### config.mk
export PLATFORM = sky130hd
export DESIGN_NAME = memory_stage_flat
export DESIGN_NICKNAME = d
export VERILOG_FILES = /design/src/verilog/cpu_pkg.sv /design/src/verilog/mem_pkg.sv /design/src/verilog/spm_port_if.sv /design/src/verilog/stage_if.sv /design/src/verilog/memory_stage.sv /design/src/flat_wrapper.sv
export SDC_FILE = /design/constraint.sdc
export NUM_CORES = 1
export LEC_CHECK = 0
export ABC_AREA = 0
export BUFFER_PORTS_ARGS = -buffer_cell sky130_fd_sc_hd__buf_2
export CELL_PAD_IN_SITES_DETAIL_PLACEMENT = 1
export CELL_PAD_IN_SITES_GLOBAL_PLACEMENT = 1
export CORE_AREA = 2 2 118 120
export CTS_CLUSTER_SIZE = 10
export DETAILED_ROUTE_END_ITERATION = 10
export DIE_AREA = 0 0 120 122
export GPL_TIMING_DRIVEN = 0
export PLACE_DENSITY = 0.72
export SKIP_CTS_REPAIR_TIMING = 1
export SLEW_MARGIN = 40
export SYNTH_ARGS = -nofsm -noshare
export SYNTH_HDL_FRONTEND = slang
export SYNTH_SLANG_ARGS = --single-unit
### constraint.sdc
create_clock -name clk -period 1.2 [get_ports clk]
set_clock_uncertainty 0.15 [all_clocks]
set_input_delay 0.24 -clock clk [delete_from_list [all_inputs] [get_ports clk]]
set_output_delay 0.24 -clock clk [all_outputs]
set_load 0.02 [all_outputs]
### src/verilog/cpu_pkg.sv
package cpu_pkg;

    typedef enum logic [5:0] {
        op_nop   = 6'd0,
        op_add   = 6'd1,
        op_sub   = 6'd2,
        op_and   = 6'd3,
        op_or    = 6'd4,
        op_xor   = 6'd5,
        op_shl   = 6'd6,
        op_shr   = 6'd7,
        op_addi  = 6'd8,
        op_load  = 6'd9,
        op_store = 6'd10,
        op_beq   = 6'd11,
        op_bne   = 6'd12,
        op_halt  = 6'd13
    } opcode_t;

    typedef enum logic [3:0] {
        alu_pass, alu_add, alu_sub, alu_and, alu_or, alu_xor, alu_shl, alu_shr
    } alu_op_t;

    typedef enum logic [1:0] {
        mem_none, mem_load, mem_store
    } mem_op_t;

    localparam int gpr_num        = 32;
    localparam int gpr_addr_width = 5;

    // instruction fields
    localparam int op_hi  = 31;
    localparam int op_lo  = 26;
    localparam int rd_hi  = 25;
    localparam int rd_lo  = 21;
    localparam int rs0_hi = 20;
    localparam int rs0_lo = 16;
    localparam int rs1_hi = 15;
    localparam int rs1_lo = 11;
    localparam int imm_hi = 15;  // overlaps rs1, sign extended
    localparam int imm_lo = 0;

endpackage

### src/verilog/mem_pkg.sv
package mem_pkg;

    localparam int word_width     = 32;
    localparam int spm_depth      = 1024;  // words
    localparam int spm_addr_width = 10;    // word index into the spm
    localparam int pc_width       = 10;    // pc counts words, not bytes

endpackage

### src/verilog/spm_port_if.sv
`timescale 1ns/1ps

interface spm_port_if;
    import mem_pkg::*;

    logic [spm_addr_width-1:0] addr;
    logic                      req;
    logic                      we;  // write at the edge when req is also high
    logic [word_width-1:0]     wr_data;
    logic [word_width-1:0]     rd_data;  // same cycle as addr

    modport requester (
        output addr, req, we, wr_data,
        input  rd_data
    );

    modport memory (
        input  addr, req, we, wr_data,
        output rd_data
    );
endinterface

### src/verilog/stage_if.sv


// execute register, read by the memory stage
interface ex_mem_if;
    import mem_pkg::*;
    import cpu_pkg::*;

    logic                      valid;
    logic [word_width-1:0]     result;  // byte address for loads and stores
    mem_op_t                   mem_op;
    logic [word_width-1:0]     store_data;
    logic [gpr_addr_width-1:0] dst;
    logic                      we;
    logic                      halt;

    modport producer (output valid, result, mem_op, store_data, dst, we, halt);
    modport consumer (input valid, result, mem_op, store_data, dst, we, halt);
endinterface
### src/verilog/memory_stage.sv
`timescale 1ns/1ps

module memory_stage (
    input  logic                                clk,
    input  logic                                rst,
    input  logic                                cpu_en,
    ex_mem_if.consumer                          ex_mem,
    spm_port_if.requester                       dmem,
    input  logic [mem_pkg::spm_addr_width-1:0]  test_addr,
    input  logic                                test_req,
    input  logic                                test_we,
    input  logic [mem_pkg::word_width-1:0]      test_wr_data,
    output logic [mem_pkg::word_width-1:0]      test_rd_data,
    output logic                                mem_fwd_we,
    output logic [cpu_pkg::gpr_addr_width-1:0]  mem_fwd_dst,
    output logic [mem_pkg::word_width-1:0]      mem_fwd_data,
    output logic                                wb_we,
    output logic [cpu_pkg::gpr_addr_width-1:0]  wb_dst,
    output logic [mem_pkg::word_width-1:0]      wb_data,
    output logic                                halted
);
    import mem_pkg::*;
    import cpu_pkg::*;

    logic misaligned;
    logic is_load;
    logic pipe_req;

    assign misaligned = ex_mem.result[1:0] != 2'b00;
    assign is_load    = ex_mem.mem_op == mem_load;
    assign pipe_req   = ex_mem.valid && ex_mem.mem_op != mem_none && !misaligned;

    // port b goes to the test port while the cpu is off
    assign dmem.addr    = cpu_en ? ex_mem.result[spm_addr_width+1:2] : test_addr;
    assign dmem.req     = cpu_en ? pipe_req : test_req;
    assign dmem.we      = cpu_en ? (ex_mem.mem_op == mem_store) : test_we;
    assign dmem.wr_data = cpu_en ? ex_mem.store_data : test_wr_data;
    assign test_rd_data = cpu_en ? '0 : dmem.rd_data;

    assign mem_fwd_we   = ex_mem.valid && ex_mem.we && !(is_load && misaligned);
    assign mem_fwd_dst  = ex_mem.dst;
    assign mem_fwd_data = is_load ? dmem.rd_data : ex_mem.result;

    always_ff @(posedge clk) begin
        if (rst) begin
            wb_we  <= 1'b0;
            halted <= 1'b0;
        end else begin
            wb_we <= mem_fwd_we;
            if (!cpu_en) begin
                halted <= 1'b0;
            end else if (ex_mem.valid && ex_mem.halt) begin
                halted <= 1'b1;  // older stores already written
            end
        end
    end

    always_ff @(posedge clk) begin
        wb_dst  <= ex_mem.dst;
        wb_data <= mem_fwd_data;
    end

    // pipeline is drained once halted is up
    a_no_access_after_halt: assert property (
        @(posedge clk) disable iff (rst)
        cpu_en && halted |-> !dmem.req
    );
endmodule

### src/flat_wrapper.sv
// flat-port wrapper written by rule: the top's interface ports become plain ports
module memory_stage_flat import mem_pkg::*; import cpu_pkg::*;
  (clk, rst, cpu_en, test_addr, test_req, test_we, test_wr_data, test_rd_data, mem_fwd_we, mem_fwd_dst, mem_fwd_data, wb_we, wb_dst, wb_data, halted, ex_mem_valid, ex_mem_result, ex_mem_mem_op, ex_mem_store_data, ex_mem_dst, ex_mem_we, ex_mem_halt, dmem_addr, dmem_req, dmem_we, dmem_wr_data, dmem_rd_data);
  ex_mem_if ex_mem_i ();
  spm_port_if dmem_i ();
  input  logic clk;
  input  logic rst;
  input  logic cpu_en;
  input  logic [mem_pkg::spm_addr_width-1:0] test_addr;
  input  logic test_req;
  input  logic test_we;
  input  logic [mem_pkg::word_width-1:0] test_wr_data;
  output logic [mem_pkg::word_width-1:0] test_rd_data;
  output logic mem_fwd_we;
  output logic [cpu_pkg::gpr_addr_width-1:0] mem_fwd_dst;
  output logic [mem_pkg::word_width-1:0] mem_fwd_data;
  output logic wb_we;
  output logic [cpu_pkg::gpr_addr_width-1:0] wb_dst;
  output logic [mem_pkg::word_width-1:0] wb_data;
  output logic halted;
  input wire logic [$bits(ex_mem_i.valid)-1:0] ex_mem_valid;
  input wire logic [$bits(ex_mem_i.result)-1:0] ex_mem_result;
  input wire logic [$bits(ex_mem_i.mem_op)-1:0] ex_mem_mem_op;
  input wire logic [$bits(ex_mem_i.store_data)-1:0] ex_mem_store_data;
  input wire logic [$bits(ex_mem_i.dst)-1:0] ex_mem_dst;
  input wire logic [$bits(ex_mem_i.we)-1:0] ex_mem_we;
  input wire logic [$bits(ex_mem_i.halt)-1:0] ex_mem_halt;
  output wire logic [$bits(dmem_i.addr)-1:0] dmem_addr;
  output wire logic [$bits(dmem_i.req)-1:0] dmem_req;
  output wire logic [$bits(dmem_i.we)-1:0] dmem_we;
  output wire logic [$bits(dmem_i.wr_data)-1:0] dmem_wr_data;
  input wire logic [$bits(dmem_i.rd_data)-1:0] dmem_rd_data;
  assign ex_mem_i.valid = ex_mem_valid;
  assign ex_mem_i.result = ex_mem_result;
  assign ex_mem_i.mem_op = ex_mem_mem_op;
  assign ex_mem_i.store_data = ex_mem_store_data;
  assign ex_mem_i.dst = ex_mem_dst;
  assign ex_mem_i.we = ex_mem_we;
  assign ex_mem_i.halt = ex_mem_halt;
  assign dmem_addr = dmem_i.addr;
  assign dmem_req = dmem_i.req;
  assign dmem_we = dmem_i.we;
  assign dmem_wr_data = dmem_i.wr_data;
  assign dmem_i.rd_data = dmem_rd_data;
  memory_stage u_core (.clk(clk), .rst(rst), .cpu_en(cpu_en), .ex_mem(ex_mem_i), .dmem(dmem_i), .test_addr(test_addr), .test_req(test_req), .test_we(test_we), .test_wr_data(test_wr_data), .test_rd_data(test_rd_data), .mem_fwd_we(mem_fwd_we), .mem_fwd_dst(mem_fwd_dst), .mem_fwd_data(mem_fwd_data), .wb_we(wb_we), .wb_dst(wb_dst), .wb_data(wb_data), .halted(halted));
endmodule
# Word-level counts from Yosys, hierarchy flattened
# Cells that the tools add are included.
# Widths: inputs -> output; s select.
[classes] bitwise_logic=1 reduce_logical=11 n_mux=6 n_eq_ne=2
[ops] operator="$mux 32" count=3
[ops] operator="$mux 10" count=1
[ops] operator="$logic_and 1x1->1" count=6
[ops] operator="$reduce_bool 2->1" count=2
[ops] operator="$eq 2x1->1 const B" count=1
[ops] operator="$eq 2x2->1 const B" count=1
[ops] operator="$logic_not 1->1" count=2
[ops] operator="$mux 1" count=2
[ops] operator="$reduce_or 2->1" count=1
[ops] operator="$not 1->1" count=1
[totals] inputBits=153 regBits=39 wordCells=24 output_inout_bits=153

# Longest topological paths before layout
[logic_depth] word_depth=4 depth_mapped=4 ltp_nobuf=2

# Worst setup path after synthesis
# No wires, ideal clock.
[synth_timing] kind="input-to-output" startpoint="input cpu_en" endpoint="output dmem_req" path_buffers=2 slack_ns=-0.374 t_arrival_ns=1.184 stages=4 required_ns=0.810 path_cell_list="buf_2 > buf_2 > nand2_1 > o32ai_1"
[synth_between] elab_chain_cells=1
[synth_rtl] item="start, declared" line="flat_wrapper.sv:8" rtl="input logic cpu_en;"
[synth_rtl] item="$mux 1" line="memory_stage.sv:35" rtl="assign dmem.req = cpu_en ? pipe_req : test_req;"
[synth_rtl] item="end, declared" line="flat_wrapper.sv:29" rtl="output wire logic [$bits(dmem_i.req)-1:0] dmem_req;"
# No other way between the ends.

# Worst setup path in the final report
[layout_timing] startpoint="input ex_mem_mem_op[1]" endpoint="output mem_fwd_data[20] (netlist bit)"
[layout_between] elab_chain_cells=2
[layout_rtl] item="start, declared" line="flat_wrapper.sv:23" rtl="input wire logic [$bits(ex_mem_i.mem_op)-1:0] ex_mem_mem_op;"
[layout_rtl] item="$eq 2x1->1" line="memory_stage.sv:30" rtl="assign is_load = ex_mem.mem_op == mem_load;"
[layout_rtl] item="$mux 32" line="memory_stage.sv:42" rtl="assign mem_fwd_data = is_load ? dmem.rd_data : ex_mem.result;"
[layout_rtl] item="end, declared" line="flat_wrapper.sv:16" rtl="output logic [mem_pkg::word_width-1:0] mem_fwd_data;"
# No other way between the ends.

==> results.md <==
- Residual DRC count: 0
- Post-Route Setup TNS: -22.29 ns
- Maximum fanout along the worst path: 5
- Maximum VDD drop: 0.000441 V
- Startpoint Class: primary input
- Worst path required time: 0.81 ns
- Dpl cell area: 0.00436 sq mm
- Most frequent cells in the layout: 190 x buf_2, 108 x buf_6, 69 x mux2_4
- Worst min-delay path class: in2reg
- Die Ht: 122 um
- Tot GR Track Use: 0.132
- Cells after Synth: 178
- Slew Limit Fails: 0
- Reg clk slew, reported paths: 0.06 ns
- Via Count: 2819
- Clk root buf: clkbuf_16
- # clock sinks: 39
- Netlist cell types: 22
- Max Root-Sink Buffers: 2
- Wire length per cell: 18.2 um
- Critical path class: in2out
- Port-buffer cells: 304
- Shortest period the worst path allows: approximately 1.7 ns
- Failing checks: negative setup slack
- Yosys warnings: 0
- Commonest non-fill, non-tap cell in the layout: buf_2
- First-pass DRT Iterations: 4
- Core area: 0.0135 sq mm
- CP endpoint kind: output pin
- Final Instance Area: 0.00581 sq mm
- Layout fillers: 1479
- Cell taking the most area after synthesis: dfxtp_1
- CTS H-tree lvls: 2
- F_max: about 600 MHz
- Net count, final: 672
- Finished Core Util: 0.430
- Slew Limit Headroom: 0.830
- Total Wirelength: 12.7 mm
- Hpwl dp: 9.35 mm
- Crit path DAT: about 1.3 ns
- TritonCTS clock tree: yes
- Number of diodes: 0
- Status: complete, but fails checks
- Ranking of synthesized cells by area: dfxtp_1 37%, mux2_2 28%, mux2_4 14%
- Area Growth Syn to Fin: 174%
- Synthesized flop and latch total: 39
- Antenna Nets Post-Route: 0
- RePlAce Congestion: 0.729
- Synth Net Count: about 330
- Final Cycle Share: 1.38
- RSZ-0062 raised after global routing: true
- Initial core utilization: 0.157
- Worst Tran Pin Value: 0.254 ns
- Pin count of the biggest net entering global routing: 14
- Final setup fails: 110
- Total CTS buffers: 5
- Leak Pwr: 3.11 nW
- Power Dens Cells: just over 900 mW/mm^2
- Number of vias per cell: 4.03
- Antenna violations before repair: 0
- Clk_lat worst skew: 0.28 ns
- Die footprint: about 0.015 sq mm
- FP Rows: 43
- Setup ws final: -0.456 ns
- Sequential fraction of the synthesis area: 0.369
- Post-Synthesis Cell Area: 0.00212 sq mm
- Final hold violation count: 0
- Vias in the first global route: between 2000 and 3000
- Total gr overflow: 0
- Share of the synthesized area in the top cell type: 0.369
- I/O pin count: 306
- Syn_area_per_cell: 11.9 sq um
- First-pass GRT wire length: ~15 mm
- First DRT Iteration DRCs: 43
- Share of layout cells above drive strength 1: 0.898
- MaxCap Viol Count: 0
- Die X: 120 um
## flip-flops by register name, summed over array words and instances, names as in the netlist
name and cells:
u_core.wb_data 32, u_core.wb_we 1, u_core.wb_dst 5, u_core.halted 1
## synthesized netlist by cell type (all sizes together)
| master | count |
|---|---|
| dfxtp | 39 |
| nor2b | 33 |
| nor2 | 1 |
| mux2 | 74 |
| a21oi | 2 |
| o21ai | 1 |
| or2 | 1 |
| clkbuf | 1 |
| nor3b | 1 |
| a211oi | 1 |
| nand2 | 2 |
| inv | 2 |
| o32ai | 1 |
| nand3b | 1 |
| nand2b | 1 |
| buf | 17 |
## final timing paths
path | startpoint | endpoint | slack, ns | cells past startpoint
min reg2reg | u_core.halted | u_core.halted | 0.41 | 2
max reg2reg | u_core.halted | u_core.halted | 0.40 | 2
max | ex_mem_mem_op[1] | mem_fwd_data[20] | -0.46 | 6
min | ex_mem_result[30] | u_core.wb_data[30] | 0.05 | 2
## power by group
part | internal (mW) | switching (mW)
clock | 0.980 | 0.552
sequential | 1.39 | 0.0236
combinational | 1.33 | 1.11
total | 3.71 | 1.68
## metal layers
metal  part of all wire  vias up  track usage
met5                  0        -            0
met4              0.012        0       0.0390
met3              0.090       10       0.0421
met2               0.57      195        0.268
met1               0.33     1316        0.124
li1                   -     1298            -
## metrics by stage
| step | power (mW) | instances | worst slack, ns | hold WS (ns) |
|---|---|---|---|---|
| CTS | 4.84 | 670 | -0.518 | -0.0877 |
| finish | 5.39 | 700 | -0.456 | 0.0505 |
| global route | 5.61 | 700 | -0.465 | 0.0469 |
| floorplan | 2.56 | 178 | -0.159 | 0.118 |
| global placement | 3.25 | 662 | -0.505 | 0.211 |
| detailed placement | 3.28 | 662 | -0.513 | 0.210 |
## area by class of cell
type                            count  area [sq um]  share of cell area
Buffer                             18           304              0.0524
Clock buffer                        5           125              0.0216
Clock inverter                      3          43.8             0.00754
Inverter                            2          7.51             0.00129
Multi-Input combinational cell    119          1660               0.286
Sequential cell                    39           781               0.134
Tap cell                          180           225              0.0388
Timing Repair Buffer              334          2660               0.458
## critical path: stages
cell       delay [ns]
buf_8            0.10
nand2b_4         0.16
buf_12           0.15
clkbuf_16        0.16
mux2_4           0.32
buf_6            0.14
## logic make-up (layout without fill, tap and decap cells)
family / count (synthesis) / after routing / share of synthesized area
mux: 74 / 74 / 0.429
simple gates: 40 / 40 / 0.119
flops: 39 / 39 / 0.369
buf+inv: 20 / 362 / 0.0680
compound gates: 5 / 5 / 0.0148
Power figures use the tool's default switching activity.
