### src/verilog/mem_pkg.sv
package mem_pkg;

    localparam int word_width     = 32;
    localparam int spm_depth      = 1024;  // words
    localparam int spm_addr_width = 10;    // word index into the spm
    localparam int pc_width       = 10;    // pc counts words, not bytes

endpackage

### src/verilog/spm_port_if.sv
`timescale 1ns/1ps

interface spm_port_if;
    import mem_pkg::*;

    logic [spm_addr_width-1:0] addr;
    logic                      req;
    logic                      we;  // write at the edge when req is also high
    logic [word_width-1:0]     wr_data;
    logic [word_width-1:0]     rd_data;  // same cycle as addr

    modport requester (
        output addr, req, we, wr_data,
        input  rd_data
    );

    modport memory (
        input  addr, req, we, wr_data,
        output rd_data
    );
endinterface

### src/verilog/fetch_stage.sv
`timescale 1ns/1ps

module fetch_stage (
    input  logic                            clk,
    input  logic                            rst,
    input  logic                            cpu_en,
    input  logic                            br_taken,
    input  logic [mem_pkg::pc_width-1:0]    br_addr,
    input  logic                            halt_seen,
    spm_port_if.requester                   imem,
    output logic                            if_valid,
    output logic [mem_pkg::pc_width-1:0]    if_pc,
    output logic [mem_pkg::word_width-1:0]  if_insn
);
    import mem_pkg::*;

    logic [pc_width-1:0] pc;
    logic                frozen;  // halt already passed decode

    // port a only ever reads
    assign imem.addr    = pc;
    assign imem.req     = cpu_en;
    assign imem.we      = 1'b0;
    assign imem.wr_data = '0;

    always_ff @(posedge clk) begin
        if (rst || !cpu_en) begin
            pc       <= '0;
            frozen   <= 1'b0;
            if_valid <= 1'b0;
        end else if (halt_seen || frozen) begin
            frozen   <= 1'b1;  // pc holds, bubbles from here on
            if_valid <= 1'b0;
        end else begin
            pc       <= br_taken ? br_addr : pc + pc_width'(1);
            if_valid <= 1'b1;
        end
    end

    always_ff @(posedge clk) begin
        if_pc   <= pc;
        if_insn <= imem.rd_data;
    end

    // decode only sees bubbles once fetch is frozen
    a_no_branch_when_frozen: assert property (
        @(posedge clk) disable iff (rst) frozen |-> !br_taken
    );
endmodule

### src/flat_wrapper.sv
// flat-port wrapper written by rule: the top's interface ports become plain ports
module fetch_stage_flat import mem_pkg::*;
  (clk, rst, cpu_en, br_taken, br_addr, halt_seen, if_valid, if_pc, if_insn, imem_addr, imem_req, imem_we, imem_wr_data, imem_rd_data);
  spm_port_if imem_i ();
  input  logic clk;
  input  logic rst;
  input  logic cpu_en;
  input  logic br_taken;
  input  logic [mem_pkg::pc_width-1:0] br_addr;
  input  logic halt_seen;
  output logic if_valid;
  output logic [mem_pkg::pc_width-1:0] if_pc;
  output logic [mem_pkg::word_width-1:0] if_insn;
  output wire logic [$bits(imem_i.addr)-1:0] imem_addr;
  output wire logic [$bits(imem_i.req)-1:0] imem_req;
  output wire logic [$bits(imem_i.we)-1:0] imem_we;
  output wire logic [$bits(imem_i.wr_data)-1:0] imem_wr_data;
  input wire logic [$bits(imem_i.rd_data)-1:0] imem_rd_data;
  assign imem_addr = imem_i.addr;
  assign imem_req = imem_i.req;
  assign imem_we = imem_i.we;
  assign imem_wr_data = imem_i.wr_data;
  assign imem_i.rd_data = imem_rd_data;
  fetch_stage u_core (.clk(clk), .rst(rst), .cpu_en(cpu_en), .br_taken(br_taken), .br_addr(br_addr), .halt_seen(halt_seen), .imem(imem_i), .if_valid(if_valid), .if_pc(if_pc), .if_insn(if_insn));
endmodule
### config.mk
export PLATFORM = sky130hd
export DESIGN_NAME = fetch_stage_flat
export DESIGN_NICKNAME = d
export VERILOG_FILES = /design/src/verilog/mem_pkg.sv /design/src/verilog/spm_port_if.sv /design/src/verilog/fetch_stage.sv /design/src/flat_wrapper.sv
export SDC_FILE = /design/constraint.sdc
export NUM_CORES = 1
export LEC_CHECK = 0
export BUFFER_PORTS_ARGS = -buffer_cell sky130_fd_sc_hd__buf_2
export CORE_MARGIN = 3
export CORE_UTILIZATION = 42
export DETAILED_ROUTE_END_ITERATION = 10
export PLACE_DENSITY = 0.88
export SLEW_MARGIN = 20
export SYNTH_ARGS = -nofsm -noshare
export SYNTH_HDL_FRONTEND = slang
export SYNTH_SLANG_ARGS = --single-unit
### constraint.sdc
create_clock -name clk -period 2.9 [get_ports clk]
set_clock_uncertainty 0.05 [all_clocks]
set_input_delay 0.29 -clock clk [delete_from_list [all_inputs] [get_ports clk]]
set_output_delay 0.29 -clock clk [all_outputs]
set_load 0.05 [all_outputs]
Yosys cells after proc, flatten, opt, wreduce, memory -nomap -nowiden
Cells that the tools add are included.

cells by class
  add/subtract/negate cells = 1
  multiplexer cells = 2
  reduce and logical (&&, ||, !) cells = 3

operators with widths
  kind                     count
  $add A10 B1 Y10 const B  1
  $mux W10                 1
  $logic_or A1 B1 Y1       2
  $logic_not A1 Y1         1
  $mux W1                  1

storage, ports and cells
  register bits after elaboration = 54
  input port bits = 47
  output and inout bits = 87
  logic and storage cells = 11

Depth between registers and ports, before layout
Gate-level depths: netlist (run 1).

  word-level depth = 2
  mapped depth = 6
  gate-level depth less buffers = 6

Worst setup path before layout (run 1)
OpenSTA, ideal clock, no wires.

  kind = register to register
  from = reg u_core.pc[0], in the netlist u_core.imem.addr[0]
  to = reg u_core.pc[8], in the netlist u_core.imem.addr[8]
  library setup time = 0.070 ns
  data arrival time = 1.569 ns
  required time = 2.780 ns
  path slack = 1.210 ns
  cell stages (with the launch flop) = 6
  path buffers = 0
  period minus slack after synthesis = 1.690 ns
  cells stage by stage = dfxtp_1 ha_1 nand3_1 nor4_1 a21oi_1 o2bb2ai_1

between the ends
  cells in the longest elaborated chain, start to end = 2

ends and longest elaborated chain
  element                   line               source
  start: declaration        fetch_stage.sv:17  logic [pc_width-1:0] pc;
  start signal: assignment  fetch_stage.sv:35  pc <= br_taken ? br_addr : pc + pc_width'(1);
  $add A10 B1 Y10           fetch_stage.sv:35
  $mux W10                  fetch_stage.sv:35

Every way passes these cells.
A chain may end at the register's enable or synchronous reset.

Final worst setup path (run 1)
  from = reg u_core.pc[5], in the netlist u_core.imem.addr[5]
  to = out imem_addr[5]

RTL lines
  element           line                source
  end: declaration  flat_wrapper.sv:14  output wire logic [$bits(imem_i.addr)-1:0] imem_addr;

No word-level cell between the ends.

==> results of run 1 <==
==> cell usage after synthesis <==
master / instances / area [µm²]
dfxtp_1: 54 / 1080
buf_4: 34 / 255
o21ai_0: 8 / 40.0
a21oi_1: 7 / 35.0
nand2_1: 7 / 26.3
nor2_1: 7 / 26.3
o2bb2ai_1: 6 / 52.6
nor4_1: 4 / 25.0
buf_6: 2 / 22.5
nand4_1: 2 / 12.5
o21ai_1: 2 / 10.0
a22oi_1: 1 / 7.51
a32oi_1: 1 / 8.76
and3_1: 1 / 6.26
conb_1: 1 / 3.75
ha_1: 1 / 12.5
inv_1: 1 / 3.75
inv_2: 1 / 3.75
mux2i_1: 1 / 10.0
nand2_2: 1 / 6.26
nand2b_4: 1 / 13.8
nand3_1: 1 / 5.00
nand3_2: 1 / 10.0
nor2b_2: 1 / 8.76
nor3_1: 1 / 5.00
nor3_2: 1 / 10.0
nor3b_1: 1 / 7.51
o221ai_1: 1 / 8.76
xnor2_1: 1 / 8.76
==> worst max-delay path by stage <==
stage / to / startpoint / depth (start not counted)
after floorplan: u_core.imem.addr[8] / u_core.imem.addr[0] / 5
after global placement: u_core.imem.addr[8] / u_core.imem.addr[0] / 5
after detailed placement: u_core.imem.addr[8] / u_core.imem.addr[0] / 5
after CTS: imem_addr[4] / u_core.imem.addr[4] / 1
after global routing: u_core.imem.addr[8] / u_core.imem.addr[0] / 5
final: imem_addr[5] / u_core.imem.addr[5] / 1
==> registers in the layout, indices dropped and copies added (netlist names) <==
name / count
u_core.imem.addr: 10
u_core.if_valid: 1
u_core.if_pc: 10
u_core.frozen: 1
u_core.if_insn: 32
==> power breakdown <==
part,total [µW],internal [µW],switching (µW)
sequential,785,773,12.2
combinational,291,50.8,240
clock,497,262,235
==> cell usage in the layout (no fill, tap or decap), types with 2 or more instances in the layout <==
master and count:
conb_1 33, o21ai_1 2, nor2_1 7, nand4_1 2
nor4_1 4, o2bb2ai_1 6, buf_2 100, dfxtp_1 54
nand2_1 7, clkbuf_8 5, o21ai_0 8, a21oi_1 7
==> kinds of logic after synthesis <==
group                      synth area share
DFF                                   0.626
buffers and inverters                 0.165
and+or+nand+nor                      0.0942
AOI/OAI and AO/OA                    0.0942
adders and majority gates           0.00725
other                               0.00217
xor gates and xnor gates            0.00507
muxes                               0.00580
==> routing by layer <==
layer / up-vias / GRT usage / wire length (µm)
li1: 651 / - / -
met1: 581 / 0.168 / 1420
met2: 94 / 0.251 / 1920
met3: 6 / 0.0705 / 489
met4: 0 / 0.0638 / 60
met5: - / 0 / 0
==> per-stage QoR <==
stage          cell area, µm²  total power, µW  hold slack, ps
3_5_place_dp             2130             1090             344
3_3_place_gp             2130             1090             342
5_1_grt                  2250             1630            12.2
2_1_floorplan            1850             1060             268
4_1_cts                  2250             1590            22.3
6_report                 2250             1570            34.4
==> layout make-up <==
class	instances	area, µm²
Clock inverter	3	47.5
Tap cell	48	60.1
Inverter	2	7.51
Fill cell	335	1550
Clock buffer	5	68.8
Timing Repair Buffer	100	500
Antenna cell	1	2.50
Sequential cell	54	1080
Multi-Input combinational cell	91	480
==> flow_summary_export.csv, run 1 <==
group,metric,value,unit
placed_design,dp_hpwl,3130,µm
drt,postRouteAntennaNets,0,
floorplan,start_util,0.455,
drt,wl,3890,µm
timing,min_period_over_period,0.502,
global_route,grt_max_degree,20,
timing,hold_viol_final,0,
power_and_ir_drop,ir_drop,0.286,mV
global_route,gr-total-overflow,0,
worst_setup_path,critical_path_buf_inv_count,1,
worst_setup_path,endpoint_kind,"primary output",
hold_path,hold-path-endpoint,"u_core.if_insn[31]",
hold_path,holdCritPathClass,"input port to register",
worst_setup_path,r2r_end,"u_core.imem.addr[8]",
cts,postCtsHoldBufs,0,
logic_synthesis,syn_avg_cell_area,11.4,µm²
floorplan,die-width,70.1,µm
final_layout,finalNonFillerCells,304,
logic_synthesis,mappedNetlistArea,1730,µm²
drt,vias,1332,
drt,wire_per_inst,12.8,µm
drt,dr.pass1.iters,4,
cts,cts-buffers-inserted,5,
logic_synthesis,synth_warnings,0,
logic_synthesis,synth_cells,151,
drt,drc_errors,0,
drt,viasPerCell,4.38,
global_route,grt_pass1_wl,5770,µm
timing,finalCriticalPeriod,1460,ps
placed_design,dp_cells,295,
timing,final.setup.tns,0,ps
flow_run,drv_cap,0,
cts,clock_latency,300,ps
logic_synthesis,synthDistinctLibCells,29,
worst_setup_path,crit_required,2560,ps
global_route,first_global_vias,1190,
worst_setup_path,crit_path_max_incr_delay,490,ps
worst_setup_path,r2r_setup_slack,1450,ps
worst_setup_path,worstPathMaxFanout,7,
worst_setup_path,r2r-start,"u_core.imem.addr[0]",
final_layout,final_util,0.592,
logic_synthesis,ys_ff_latch,54,
cts,cts_resized,0,
global_route,antenna_found_initial,1,
placed_design,gp_congestion,0.785,
cts,cts_buffer_depth,2,
global_route,grt_usage,0.152,
timing,fmax,687,MHz
timing,setup_slack,1440,ps
floorplan,die_height,70.1,µm
worst_setup_path,worstSetupPathType,"register to primary output",
floorplan,core,3800,µm²
worst_setup_path,crit_chain,"buf_2",
floorplan,rows,22,
cts,cts_sinks,54,
final_layout,finalNetCount,302,
worst_setup_path,cp_data_arrival_time,1120,ps
timing,slew_violations,0,
logic_synthesis,yosysSeqAreaShare,0.626,
floorplan,dieArea,4920,µm²
worst_setup_path,cp-start-kind,"register",
drt,dr.first_iter.drc_count,46,
hold_path,min_from,"imem_rd_data[31]",
hold_path,holdPathStages,1,
cts,clk_pin_slew_worst_paths,90,ps
status,status,"completed",
cts,postCtsSetupBuffers,0,
worst_setup_path,rr_worst_depth,5,
placed_design,io_buffers,100,
cts,htree_levels,2,
cts,cts_tree,"yes",
placed_design,dp_slack,1470,ps
cts,cts_root_buf,"clkbuf_8",
final_layout,drive_above_1_share,0.447,
timing,setup_viol,0,
power_and_ir_drop,leakagePower,0.00114,µW
power_and_ir_drop,p_per_area,699,nW/µm²
timing,rsz0062_at_grt,"no",
worst_setup_path,cp_top_family,"flip-flops",
final_layout,area_growth,30.2,%
worst_setup_path,slowest_stage,"dfxtp_1",
floorplan,num_io_pins,134,
No activity file was read; power rests on OpenSTA's default activity.
==> run 2, diff against run 1 <==
--- a/config.mk
+++ b/config.mk
@@ -7,9 +7,9 @@
 export LEC_CHECK = 0
 export BUFFER_PORTS_ARGS = -buffer_cell sky130_fd_sc_hd__buf_2
 export CORE_MARGIN = 3
-export CORE_UTILIZATION = 42
+export CORE_UTILIZATION = 35
 export DETAILED_ROUTE_END_ITERATION = 10
-export PLACE_DENSITY = 0.88
+export PLACE_DENSITY = 0.79
 export SLEW_MARGIN = 20
 export SYNTH_ARGS = -nofsm -noshare
 export SYNTH_HDL_FRONTEND = slang
==> constraint.sdc (replaced) <==
create_clock -name clk -period 1.2 [get_ports clk]
set_clock_uncertainty 0.05 [all_clocks]
set_input_delay 0.12 -clock clk [delete_from_list [all_inputs] [get_ports clk]]
set_output_delay 0.12 -clock clk [all_outputs]
set_load 0.05 [all_outputs]
==> run 2 against run 1 <==
Compared with the run above: register-to-register slack got worse by 1400 ps; largest cell class unchanged; non-clock buffer count up 36; critical endpoint is now imem_addr[4]; wire length is 28% higher; combinational power grew to 2.8 times the previous value; power rose by 140%; first-iteration DRC count fell by 63%; core utilization decreased by 0.17 points; final cell count is 17% higher; setup slack worse by 1400 ps.
==> flow_summary_export.csv, run 2 (synthesis gave the netlist of run 1 again) <==
group,metric,value,unit
status,status,"completed",
timing,slew_violations,0,
floorplan,die_height,76.2,µm
timing,final.setup.tns,0,ps
power_and_ir_drop,internal_power,2600,µW
worst_setup_path,cp-start-kind,"register",
final_layout,area_growth,56.0,%
worst_setup_path,crit_path_max_incr_delay,400,ps
floorplan,start_util,0.378,
global_route,grt_max_degree,20,
final_layout,final_cell_mix,"98 x buf_2, 45 x dfxtp_1, 33 x conb_1, 32 x dlygate4sd3_1",
floorplan,core,4560,µm²
timing,finalCriticalPeriod,1150,ps
global_route,antenna_found_initial,0,
final_layout,finalNetCount,338,
worst_setup_path,cp_data_arrival_time,980,ps
global_route,grt_pass1_wl,7730,µm
power_and_ir_drop,ir_drop,0.523,mV
drt,viasPerCell,4.20,
worst_setup_path,endpoint_kind,"primary output",
floorplan,num_io_pins,134,
worst_setup_path,crit_required,1030,ps
drt,vias,1495,
placed_design,io_buffers,100,
power_and_ir_drop,switching_share,0.319,
cts,cts_sinks,54,
timing,rsz0062_at_grt,"yes",
global_route,first_global_vias,1452,
floorplan,dieArea,5810,µm²
worst_setup_path,worstSetupPathType,"register to primary output",
placed_design,dp_cells,314,
drt,postRouteAntennaNets,0,
hold_path,holdCritPathClass,"input port to register",
timing,fmax,867,MHz
floorplan,rows,24,
timing,hold_viol_final,0,
cts,clk_pin_slew_worst_paths,90,ps
power_and_ir_drop,switchingPower,1220,µW
cts,cts-buffers-inserted,5,
placed_design,gp_congestion,0.813,
worst_setup_path,slowest_stage,"dfxtp_4",
drt,drc_errors,0,
drt,dr.first_iter.drc_count,17,
cts,cts_buffer_depth,2,
power_and_ir_drop,p_per_area,1420,nW/µm²
power_and_ir_drop,comb_power_share,0.212,
drt,wire_per_inst,14.0,µm
worst_setup_path,crit_chain,"buf_2",
global_route,grt_usage,0.169,
worst_setup_path,worstPathMaxFanout,8,
drt,wl,4970,µm
cts,cts_tree,"yes",
timing,setup_slack,47.1,ps
timing,min_period_over_period,0.961,
final_layout,drive_above_1_share,0.457,
final_layout,largest_reg_flops,32,
final_layout,diodes,0,
placed_design,dp_slack,-36.8,ps
worst_setup_path,cp_top_family,"flip-flops",
placed_design,dp_hpwl,3150,µm
timing,setup_viol,0,
power_and_ir_drop,pwr-share-clk,0.292,
cts,cts_root_buf,"clkbuf_8",
power_and_ir_drop,leakagePower,0.00130,µW
cts,htree_levels,2,
final_layout,layout_commonest_cell,"buf_2",
global_route,gr-total-overflow,0,
floorplan,die-width,76.2,µm
flow_run,drv_cap,0,
worst_setup_path,critical_path_buf_inv_count,1,
final_layout,largest_register,"u_core.if_insn",
final_layout,finalNonFillerCells,356,
drt,dr.pass1.iters,3,
cts,clock_latency,310,ps
power_and_ir_drop,seqPwrFrac,0.496,
[run 2: changes by cell type in the layout (fill, tap and decap cells not counted), sizes merged]
cell,delta
dlygate4sd3,+32
buf,+3
clkbuf,+3
bufinv,-1
clkinv,-1
diode,-1
[run 2: layout make-up]
class | instances | area, µm²
flip-flops and latches | 54 | 1110
well taps | 65 | 81.3
repair buffers | 136 | 856
clock buffers | 7 | 97.6
inverters | 2 | 7.51
clock inverters | 1 | 6.26
fillers | 389 | 1870
multi-input cells | 91 | 536
[run 2: power by group through the flow]
stage | combinational [µW] | sequential, µW | clock (µW)
after floorplan | 370 | 2190 | 0
after CTS | 797 | 1890 | 1150
after global routing | 839 | 1900 | 1220
after detailed placement | 707 | 1930 | 0
after global placement | 703 | 1930 | 0
final | 808 | 1890 | 1120
[run 2: what timing repair did]
action,CTS,global route
gates cloned,0,0
setup endpoints to repair,2,7
setup buffers,2,0
hold buffers,32,0
endpoints found under the hold margin,32,0
gates resized for setup,2,9
pin swaps,1,3
[run 2: layer usage]
metal	global-route usage	part of all wire	routed length, µm
met5	0	0	0
met2	0.283	0.46	2300
met1	0.190	0.40	2010
met4	0.0779	0.023	113
met3	0.0638	0.11	554
[run 2: worst paths after layout]
kind / end / slack (ps) / cells after the start / start
min: u_core.imem.addr[8] / 20 / 3 / br_addr[8]
min reg2reg: u_core.if_pc[8] / 350 / 0 / u_core.imem.addr[8]
max: imem_addr[4] / 50 / 1 / u_core.imem.addr[4]
max reg2reg: u_core.imem.addr[6] / 50 / 5 / u_core.imem.addr[1]
[run 2: through the flow]
stage	hold WS, ps	utilization	power [µW]	area (µm²)
2_1_floorplan	97.7	-	2570	1900
3_3_place_gp	173	0.486	2630	2220
3_5_place_dp	174	0.486	2640	2220
4_1_cts	16.1	0.584	3830	2670
5_1_grt	40.5	0.590	3960	2690
6_report	24.6	0.590	3820	2690
