[config.mk]
export PLATFORM = sky130hd
export DESIGN_NAME = decode_stage_flat
export DESIGN_NICKNAME = d
export VERILOG_FILES = /design/src/verilog/cpu_pkg.sv /design/src/verilog/mem_pkg.sv /design/src/verilog/stage_if.sv /design/src/verilog/decode_stage.sv /design/src/flat_wrapper.sv
export SDC_FILE = /design/constraint.sdc
export NUM_CORES = 1
export LEC_CHECK = 0
export BUFFER_PORTS_ARGS = -buffer_cell sky130_fd_sc_hd__buf_4
export CAP_MARGIN = 20
export CORE_AREA = 2 2 122 124
export DETAILED_ROUTE_END_ITERATION = 12
export DIE_AREA = 0 0 124 126
export PLACE_DENSITY = 0.74
export SLEW_MARGIN = 20
export SYNTH_ARGS = -nofsm -noshare
export SYNTH_HDL_FRONTEND = slang
export SYNTH_SLANG_ARGS = --single-unit
[constraint.sdc]
create_clock -name clk -period 7.2 [get_ports clk]
set_input_delay 1.08 -clock clk [delete_from_list [all_inputs] [get_ports clk]]
set_output_delay 1.08 -clock clk [all_outputs]
set_load 0.01 [all_outputs]
[src/verilog/cpu_pkg.sv]
package cpu_pkg;

    typedef enum logic [5:0] {
        op_nop   = 6'd0,
        op_add   = 6'd1,
        op_sub   = 6'd2,
        op_and   = 6'd3,
        op_or    = 6'd4,
        op_xor   = 6'd5,
        op_shl   = 6'd6,
        op_shr   = 6'd7,
        op_addi  = 6'd8,
        op_load  = 6'd9,
        op_store = 6'd10,
        op_beq   = 6'd11,
        op_bne   = 6'd12,
        op_halt  = 6'd13
    } opcode_t;

    typedef enum logic [3:0] {
        alu_pass, alu_add, alu_sub, alu_and, alu_or, alu_xor, alu_shl, alu_shr
    } alu_op_t;

    typedef enum logic [1:0] {
        mem_none, mem_load, mem_store
    } mem_op_t;

    localparam int gpr_num        = 32;
    localparam int gpr_addr_width = 5;

    // instruction fields
    localparam int op_hi  = 31;
    localparam int op_lo  = 26;
    localparam int rd_hi  = 25;
    localparam int rd_lo  = 21;
    localparam int rs0_hi = 20;
    localparam int rs0_lo = 16;
    localparam int rs1_hi = 15;
    localparam int rs1_lo = 11;
    localparam int imm_hi = 15;  // overlaps rs1, sign extended
    localparam int imm_lo = 0;

endpackage

[src/verilog/mem_pkg.sv]
package mem_pkg;

    localparam int word_width     = 32;
    localparam int spm_depth      = 1024;  // words
    localparam int spm_addr_width = 10;    // word index into the spm
    localparam int pc_width       = 10;    // pc counts words, not bytes

endpackage

[src/verilog/stage_if.sv]
`timescale 1ns/1ps

// decode register, read by execute
interface id_ex_if;
    import mem_pkg::*;
    import cpu_pkg::*;

    logic                      valid;
    alu_op_t                   alu_op;
    logic [word_width-1:0]     alu_in_0;
    logic [word_width-1:0]     alu_in_1;
    mem_op_t                   mem_op;
    logic [word_width-1:0]     store_data;
    logic [gpr_addr_width-1:0] dst;
    logic                      we;
    logic                      halt;

    modport producer (output valid, alu_op, alu_in_0, alu_in_1, mem_op, store_data, dst, we, halt);
    modport consumer (input valid, alu_op, alu_in_0, alu_in_1, mem_op, store_data, dst, we, halt);
endinterface

[src/verilog/decode_stage.sv]
`timescale 1ns/1ps

module decode_stage (
    input  logic                                clk,
    input  logic                                rst,
    input  logic                                if_valid,
    input  logic [mem_pkg::pc_width-1:0]        if_pc,
    input  logic [mem_pkg::word_width-1:0]      if_insn,
    output logic [cpu_pkg::gpr_addr_width-1:0]  gpr_rd_addr_0,
    output logic [cpu_pkg::gpr_addr_width-1:0]  gpr_rd_addr_1,
    input  logic [mem_pkg::word_width-1:0]      gpr_rd_data_0,
    input  logic [mem_pkg::word_width-1:0]      gpr_rd_data_1,
    input  logic                                ex_fwd_we,
    input  logic [cpu_pkg::gpr_addr_width-1:0]  ex_fwd_dst,
    input  logic [mem_pkg::word_width-1:0]      ex_fwd_data,
    input  logic                                mem_fwd_we,
    input  logic [cpu_pkg::gpr_addr_width-1:0]  mem_fwd_dst,
    input  logic [mem_pkg::word_width-1:0]      mem_fwd_data,
    output logic                                br_taken,
    output logic [mem_pkg::pc_width-1:0]        br_addr,
    output logic                                halt_seen,
    id_ex_if.producer                           id_ex
);
    import mem_pkg::*;
    import cpu_pkg::*;

    opcode_t                   op;
    logic [gpr_addr_width-1:0] rd;
    logic [gpr_addr_width-1:0] rs0;
    logic [gpr_addr_width-1:0] rs1;
    logic [word_width-1:0]     imm;
    logic [word_width-1:0]     op_0;
    logic [word_width-1:0]     op_1;
    alu_op_t                   alu_op;
    mem_op_t                   mem_op;
    logic                      use_imm;
    logic                      wr_en;

    // youngest producer wins, register file last
    function automatic logic [word_width-1:0] pick(
        input logic [gpr_addr_width-1:0] addr,
        input logic [word_width-1:0]     file_data
    );
        return (ex_fwd_we && ex_fwd_dst == addr) ? ex_fwd_data :
               (mem_fwd_we && mem_fwd_dst == addr) ? mem_fwd_data : file_data;
    endfunction

    assign op  = opcode_t'(if_insn[op_hi:op_lo]);
    assign rd  = if_insn[rd_hi:rd_lo];
    assign rs0 = if_insn[rs0_hi:rs0_lo];
    assign rs1 = if_insn[rs1_hi:rs1_lo];
    assign imm = {{(word_width - imm_hi - 1){if_insn[imm_hi]}}, if_insn[imm_hi:imm_lo]};

    // store data and branch compare come from rd
    assign gpr_rd_addr_0 = rs0;
    assign gpr_rd_addr_1 = (op inside {op_store, op_beq, op_bne}) ? rd : rs1;

    always_comb begin
        op_0 = pick(rs0, gpr_rd_data_0);
        op_1 = pick(gpr_rd_addr_1, gpr_rd_data_1);
    end

    always_comb begin
        case (op)
            op_add, op_addi, op_load, op_store: alu_op = alu_add;
            op_sub: alu_op = alu_sub;
            op_and: alu_op = alu_and;
            op_or:  alu_op = alu_or;
            op_xor: alu_op = alu_xor;
            op_shl: alu_op = alu_shl;
            op_shr: alu_op = alu_shr;
            default: alu_op = alu_pass;  // unknown opcodes end up as nop
        endcase
    end

    assign use_imm = op inside {op_addi, op_load, op_store};
    assign wr_en   = op inside {op_add, op_sub, op_and, op_or, op_xor, op_shl, op_shr,
                                op_addi, op_load};
    assign mem_op  = (op == op_load) ? mem_load : (op == op_store) ? mem_store : mem_none;

    assign br_taken  = if_valid && ((op == op_beq && op_0 == op_1) ||
                                    (op == op_bne && op_0 != op_1));
    assign br_addr   = if_pc + pc_width'(1) + imm[pc_width-1:0];
    assign halt_seen = if_valid && op == op_halt;

    always_ff @(posedge clk) begin
        if (rst || !if_valid) begin
            id_ex.valid  <= 1'b0;
            id_ex.we     <= 1'b0;
            id_ex.mem_op <= mem_none;
            id_ex.halt   <= 1'b0;
        end else begin
            id_ex.valid  <= 1'b1;
            id_ex.we     <= wr_en && rd != '0;  // r0 is never a target
            id_ex.mem_op <= mem_op;
            id_ex.halt   <= halt_seen;
        end
    end

    always_ff @(posedge clk) begin
        id_ex.alu_op     <= alu_op;
        id_ex.alu_in_0   <= op_0;
        id_ex.alu_in_1   <= use_imm ? imm : op_1;
        id_ex.store_data <= op_1;
        id_ex.dst        <= rd;
    end
endmodule

[src/flat_wrapper.sv]
// flat-port wrapper written by rule: the top's interface ports become plain ports
module decode_stage_flat import mem_pkg::*; import cpu_pkg::*;
  (clk, rst, if_valid, if_pc, if_insn, gpr_rd_addr_0, gpr_rd_addr_1, gpr_rd_data_0, gpr_rd_data_1, ex_fwd_we, ex_fwd_dst, ex_fwd_data, mem_fwd_we, mem_fwd_dst, mem_fwd_data, br_taken, br_addr, halt_seen, id_ex_valid, id_ex_alu_op, id_ex_alu_in_0, id_ex_alu_in_1, id_ex_mem_op, id_ex_store_data, id_ex_dst, id_ex_we, id_ex_halt);
  id_ex_if id_ex_i ();
  input  logic clk;
  input  logic rst;
  input  logic if_valid;
  input  logic [mem_pkg::pc_width-1:0] if_pc;
  input  logic [mem_pkg::word_width-1:0] if_insn;
  output logic [cpu_pkg::gpr_addr_width-1:0] gpr_rd_addr_0;
  output logic [cpu_pkg::gpr_addr_width-1:0] gpr_rd_addr_1;
  input  logic [mem_pkg::word_width-1:0] gpr_rd_data_0;
  input  logic [mem_pkg::word_width-1:0] gpr_rd_data_1;
  input  logic ex_fwd_we;
  input  logic [cpu_pkg::gpr_addr_width-1:0] ex_fwd_dst;
  input  logic [mem_pkg::word_width-1:0] ex_fwd_data;
  input  logic mem_fwd_we;
  input  logic [cpu_pkg::gpr_addr_width-1:0] mem_fwd_dst;
  input  logic [mem_pkg::word_width-1:0] mem_fwd_data;
  output logic br_taken;
  output logic [mem_pkg::pc_width-1:0] br_addr;
  output logic halt_seen;
  output wire logic [$bits(id_ex_i.valid)-1:0] id_ex_valid;
  output wire logic [$bits(id_ex_i.alu_op)-1:0] id_ex_alu_op;
  output wire logic [$bits(id_ex_i.alu_in_0)-1:0] id_ex_alu_in_0;
  output wire logic [$bits(id_ex_i.alu_in_1)-1:0] id_ex_alu_in_1;
  output wire logic [$bits(id_ex_i.mem_op)-1:0] id_ex_mem_op;
  output wire logic [$bits(id_ex_i.store_data)-1:0] id_ex_store_data;
  output wire logic [$bits(id_ex_i.dst)-1:0] id_ex_dst;
  output wire logic [$bits(id_ex_i.we)-1:0] id_ex_we;
  output wire logic [$bits(id_ex_i.halt)-1:0] id_ex_halt;
  assign id_ex_valid = id_ex_i.valid;
  assign id_ex_alu_op = id_ex_i.alu_op;
  assign id_ex_alu_in_0 = id_ex_i.alu_in_0;
  assign id_ex_alu_in_1 = id_ex_i.alu_in_1;
  assign id_ex_mem_op = id_ex_i.mem_op;
  assign id_ex_store_data = id_ex_i.store_data;
  assign id_ex_dst = id_ex_i.dst;
  assign id_ex_we = id_ex_i.we;
  assign id_ex_halt = id_ex_i.halt;
  decode_stage u_core (.clk(clk), .rst(rst), .if_valid(if_valid), .if_pc(if_pc), .if_insn(if_insn), .gpr_rd_addr_0(gpr_rd_addr_0), .gpr_rd_addr_1(gpr_rd_addr_1), .gpr_rd_data_0(gpr_rd_data_0), .gpr_rd_data_1(gpr_rd_data_1), .ex_fwd_we(ex_fwd_we), .ex_fwd_dst(ex_fwd_dst), .ex_fwd_data(ex_fwd_data), .mem_fwd_we(mem_fwd_we), .mem_fwd_dst(mem_fwd_dst), .mem_fwd_data(mem_fwd_data), .br_taken(br_taken), .br_addr(br_addr), .halt_seen(halt_seen), .id_ex(id_ex_i));
endmodule
## After elaboration in Yosys (flattened, before gate mapping)

Memory sizes are Yosys's and may differ from the RTL's. A register that Yosys moved wholly into a read port is not among the register bits.
Index checks and enable logic that the tools add are counted.

- Memories: 1
- Input bits: 185
- ROM bits: 48
- Output and inout port bits: 132
- Flip-flop bits (word level): 110

Memories:

| name | depth | bits a word | read ports | clocked after Yosys merged registers in | write ports | RTL line | RTL |
|---|---|---|---|---|---|---|---|
| (name not given) | 16 | 3 | 1 | 1 | 0 | decode_stage.sv:64 | `case (op)` |

- Reduce and logical (&&, ||, !) cells: 19
- Multiplexer cells: 9
- Add/sub/neg operators: 2
- Eq/ne operators: 19

Operators by type and width:

| kind | number |
|---|---|
| $mux 32 | 5 |
| $eq 6x4->1 const B | 6 |
| $eq 32x32->1 | 1 |
| $ne 32x32->1 | 1 |
| $eq 6x3->1 const B | 4 |
| $eq 5x5->1 | 4 |
| $eq 6x2->1 const B | 2 |
| $add 10x1->10 const B | 1 |
| $add 10x10->10 | 1 |
| $logic_and 1x1->1 | 9 |
| $reduce_bool 9->1 | 1 |
| $eq 6x1->1 const B | 1 |
| $reduce_bool 3->1 | 2 |
| $mux 5 | 1 |
| $reduce_bool 5->1 | 1 |
| $logic_not 1->1 | 2 |
| $logic_not 2->1 | 1 |
| $logic_or 1x1->1 | 2 |
| $mux 1 | 2 |
| $mux 2 | 1 |
| $reduce_or 2->1 | 1 |

## Logic depth before layout (Yosys ltp)

- Depth after elaboration: 11
- Mapped depth: 15

## Least setup slack after synthesis

Ideal clock, no wire load.

- Kind: input to output
- From: input if_insn[28] in the netlist's numbering
- To: output br_taken
- Buffers on the path: 3
- Setup slack: 2.176 ns
- Stages on the path: 14
- Arrival: 3.944 ns
- Path through: buf_4 > and2b_2 > o21ai_2 > mux2i_4 > xnor2_2 > or3_1 > buf_2 > buf_6 > a31oi_1 > xor2_1 > nor4_1 > nand4_1 > nor2_1 > mux2_1

- Longest elaborated chain between the ends: 11
- Elaborated cells between the ends (all ways): 17
- Classes of those cells: 7 x eq/ne; 3 x mux; 7 x reduce/logical

RTL lines:

| what | RTL line | RTL |
|---|---|---|
| start: declaration | flat_wrapper.sv:9 | `input logic [mem_pkg::word_width-1:0] if_insn;` |
| $eq 6x4->1 | decode_stage.sv:56 | `assign gpr_rd_addr_1 = (op inside {op_store, op_beq, op_bne}) ? rd : rs1;` |
| $reduce_bool 3->1 * | decode_stage.sv:56 |  |
| $mux 5 * | decode_stage.sv:56 |  |
| $eq 5x5->1 | decode_stage.sv:45 | `(mem_fwd_we && mem_fwd_dst == addr) ? mem_fwd_data : file_data;` |
| $logic_and 1x1->1 | decode_stage.sv:45 |  |
| $mux 32 | decode_stage.sv:45 |  |
| $mux 32 * | decode_stage.sv:44 | `return (ex_fwd_we && ex_fwd_dst == addr) ? ex_fwd_data :` |
| via u_core.op_1[0] | decode_stage.sv:33 | `logic [word_width-1:0] op_1;` |
| $eq 32x32->1 / $ne 32x32->1 (equally long branches) | decode_stage.sv:81, decode_stage.sv:82 |  |
| $logic_and 1x1->1 (on tied branches) | decode_stage.sv:81, decode_stage.sv:82 |  |
| $logic_or 1x1->1 * | decode_stage.sv:81 | `assign br_taken = if_valid && ((op == op_beq && op_0 == op_1) \|\|` |
| $logic_and 1x1->1 * | decode_stage.sv:81 |  |
| end: declaration | flat_wrapper.sv:20 | `output logic br_taken;` |

The timed path passes the listed nets; every way through them passes the cells marked *.

## Worst setup path after layout

- From: input if_insn[31] in the netlist's numbering
- To: output br_taken

The elaborated chain is that of the path after synthesis.

==> results.toml <==
[finish]
syn2layout_area_growth_pct = 47.6
drive_gt1_share_pct = 43.7
n_antenna_cell = 0
final_nets = 1098

[worst_setup_path]
cp_slowest_cell = "or3_2"
crit_buf_inv = 2
crit_family = "simple AND/OR/NAND/NOR gates"
crit_type = "input port to primary output"
cp_slowest_stage_delay_ns = 0.84
crit_chain = "buf_4 -> nor3b_2 -> o21ai_2 -> mux2i_4 -> xnor2_4 -> or3_2 -> a31oi_1 -> xor2_1 -> nor4_1 -> nand4_1 -> nor2_1 -> mux2_1 -> buf_4"
crit_path_end = "br_taken"
crit_arrival_ns = 5.58
required_ns = 6.12
endpoint_kind = "primary output"
critical_path.startpoint_type = "input port"
cp.depth = 13
crit_fanout = 33
crit_path_start = "if_insn[31]"
cp_common_cell = "buf_4"

[die]
die_w_um = 124
std_cell_rows = 44
die_height_um = 126
start_util_pct = 40.3
dieArea_um2 = 15600
core_area_um2 = 14300
io_pins = 317

[sta]
period_share_pct = 92.6
setup_ws_ns = 0.536
setup_tns_ns = 0
finalHoldViolations = 0
timing.fmax_ghz = 0.150
slew_violations = 0
worstMarginPinSlew_ns = 1.09
rsz0062_at_grt = "no"
maxSlewHeadroom_pct = 27.6
whs_ns = 0.838
finalSetupViolCount = 0
fin_crit_ns = 6.66

[synth]
syn-cell-area_um2 = 5760
synthAdderAreaFrac_pct = 2.30
yosys.area.top_type = "dfxtp_1"
synth_area_leaders = "dfxtp_1 38%, xor2_1 6.8%, mux2i_1 5.6%"
synth-xor-area-share_pct = 8.19
synth_edf_count = 0
yosysMostFrequentCell = "dfxtp_1"
syn-num-nets = 822
synth_top_area_share_pct = 37.9
synth.distinct_cells = 56
synth_top_family_by_area = "compound AO/OA/AOI/OAI gates"
synthCells = 627
synth-compound-area-share_pct = 18.6
yosysWarnings = 0
ys_seq_area_share_pct = 37.9
synth_common_cells = "109 x dfxtp_1, 55 x o21ai_0, 45 x xor2_1"
synth.mux.area_fraction_pct = 9.08
async_flop_share_pct = 0
synth.avg_cell_area_um2 = 9.19
synth-simple-area-share_pct = 16.9
synth-seq-cells = 109
synth_ff_type = "dfxtp_1"

[grt]
antenna_found_initial = 0
grt_pass1_wl_um = 33800
grt_max_degree = 65
grt_pass1_vias = 5878
grt_overflow = 0
grtUsageTotal_pct = 28.7

[clock_network]
cts_hold_buf = 0
clkSinkCount = 109
htreeDepth = 3
cts_resized = 0
clk_pin_slew_ns = 0.07
cts_post_setup_buffers_inserted = 0
cts_tree = "yes"
root_buffer = "clkbuf_16"
numCtsBuffers = 9
cts.path.max_buffers = 2

[drt]
avgViaCountPerCell = 5.61
drt_iter0_drc = 511
wl_per_cell_um = 21.3
drcViolationCount = 0
wirelength_um = 23300
via_count = 6122
ant_nets = 0
first_pass_iters = 5

[power_and_ir_drop]
powerDensity_nw_per_um2 = 193
p_leak_nw = 3.64
peakVddDrop_v = 0.0000982

[job]
cap_violations = 0

[placed_design]
place.gp.congestion = 0.844
port_buffers = 315
hpwl_um = 17700
pre_cts_slack_ns = 0.682

[run_status]
outcome = "complete, no violations"

[hold_path]
holdCritPathClass = "input port to register"
min_from = "if_insn[22]"
-- worst min path at each step --
| stage | depth (start not counted) | endpoint | slack (ns) |
|---|---|---|---|
| after floorplan | 0 | u_core.id_ex.dst[0] | 1.11 |
| after global placement | 1 | u_core.id_ex.dst[1] | 1.20 |
| after detailed placement | 1 | u_core.id_ex.dst[1] | 1.20 |
| after CTS | 1 | u_core.id_ex.dst[1] | 0.83 |
| after global routing | 1 | u_core.id_ex.dst[1] | 0.83 |
| final | 1 | u_core.id_ex.dst[1] | 0.84 |
-- layer usage --
metal / GRT usage [%] / share of wire [%]
met2: 50.7 / 51
met4: 11.3 / 3.4
met1: 33.0 / 37
met3: 6.93 / 9.2
met5: 0 / 0
-- where the power goes --
group          internal, mW  switching (mW)
clock network         0.248           0.260
registers             0.651          0.0164
logic                 0.215           0.248
total                  1.11           0.525
-- kinds of logic after synthesis --
kind of cell	count (synthesis)
AND/OR/NAND/NOR	168
AO/OA/AOI/OAI	149
flip-flops	109
buffers and inverters	88
XOR/XNOR	53
multiplexers	49
adder cells (fa/ha/maj)	10
other	1
-- sequential cells by signal, indices dropped and copies added, names as in the netlist, 2 cells and up --
| name | flops |
|---|---|
| u_core.id_ex.alu_in_0 | 32 |
| u_core.id_ex.alu_in_1 | 32 |
| u_core.id_ex.alu_op | 3 |
| u_core.id_ex.dst | 5 |
| u_core.id_ex.mem_op | 2 |
| u_core.id_ex.store_data | 32 |
-- metrics by stage --
stage / instance area [µm²] / util (%) / std cells / power (mW)
CTS: 8500 / 59.4 / 1092 / 1.64
global placement: 8200 / 57.3 / 1076 / 1.14
finish: 8500 / 59.4 / 1092 / 1.64
detailed placement: 8200 / 57.3 / 1076 / 1.14
global route: 8500 / 59.4 / 1092 / 1.70
floorplan: 5760 / - / 627 / 0.886
-- cell type report --
class / count / area (µm²)
clock inverters: 7 / 77.6
multi-input cells: 430 / 3250
flip-flops and latches: 109 / 2180
well taps: 184 / 230
clock buffers: 9 / 225
repair buffers: 322 / 2420
fillers: 1304 / 5810
inverters: 31 / 116
-- layout by cell type (no fill, tap or decap), types with 9 or more instances in the layout --
cell,netlist,final
inv_1,31,31
mux2i_1,32,32
ha_1,9,9
xor2_1,45,44
clkbuf_16,0,9
a31oi_2,21,21
nor4_1,42,42
o31ai_1,32,32
buf_4,7,322
a31oi_1,15,15
nand4_1,39,39
dfxtp_1,109,109
mux2_2,15,15
nand2_1,44,44
o21ai_0,55,55
(Power assumes the default switching activity.)
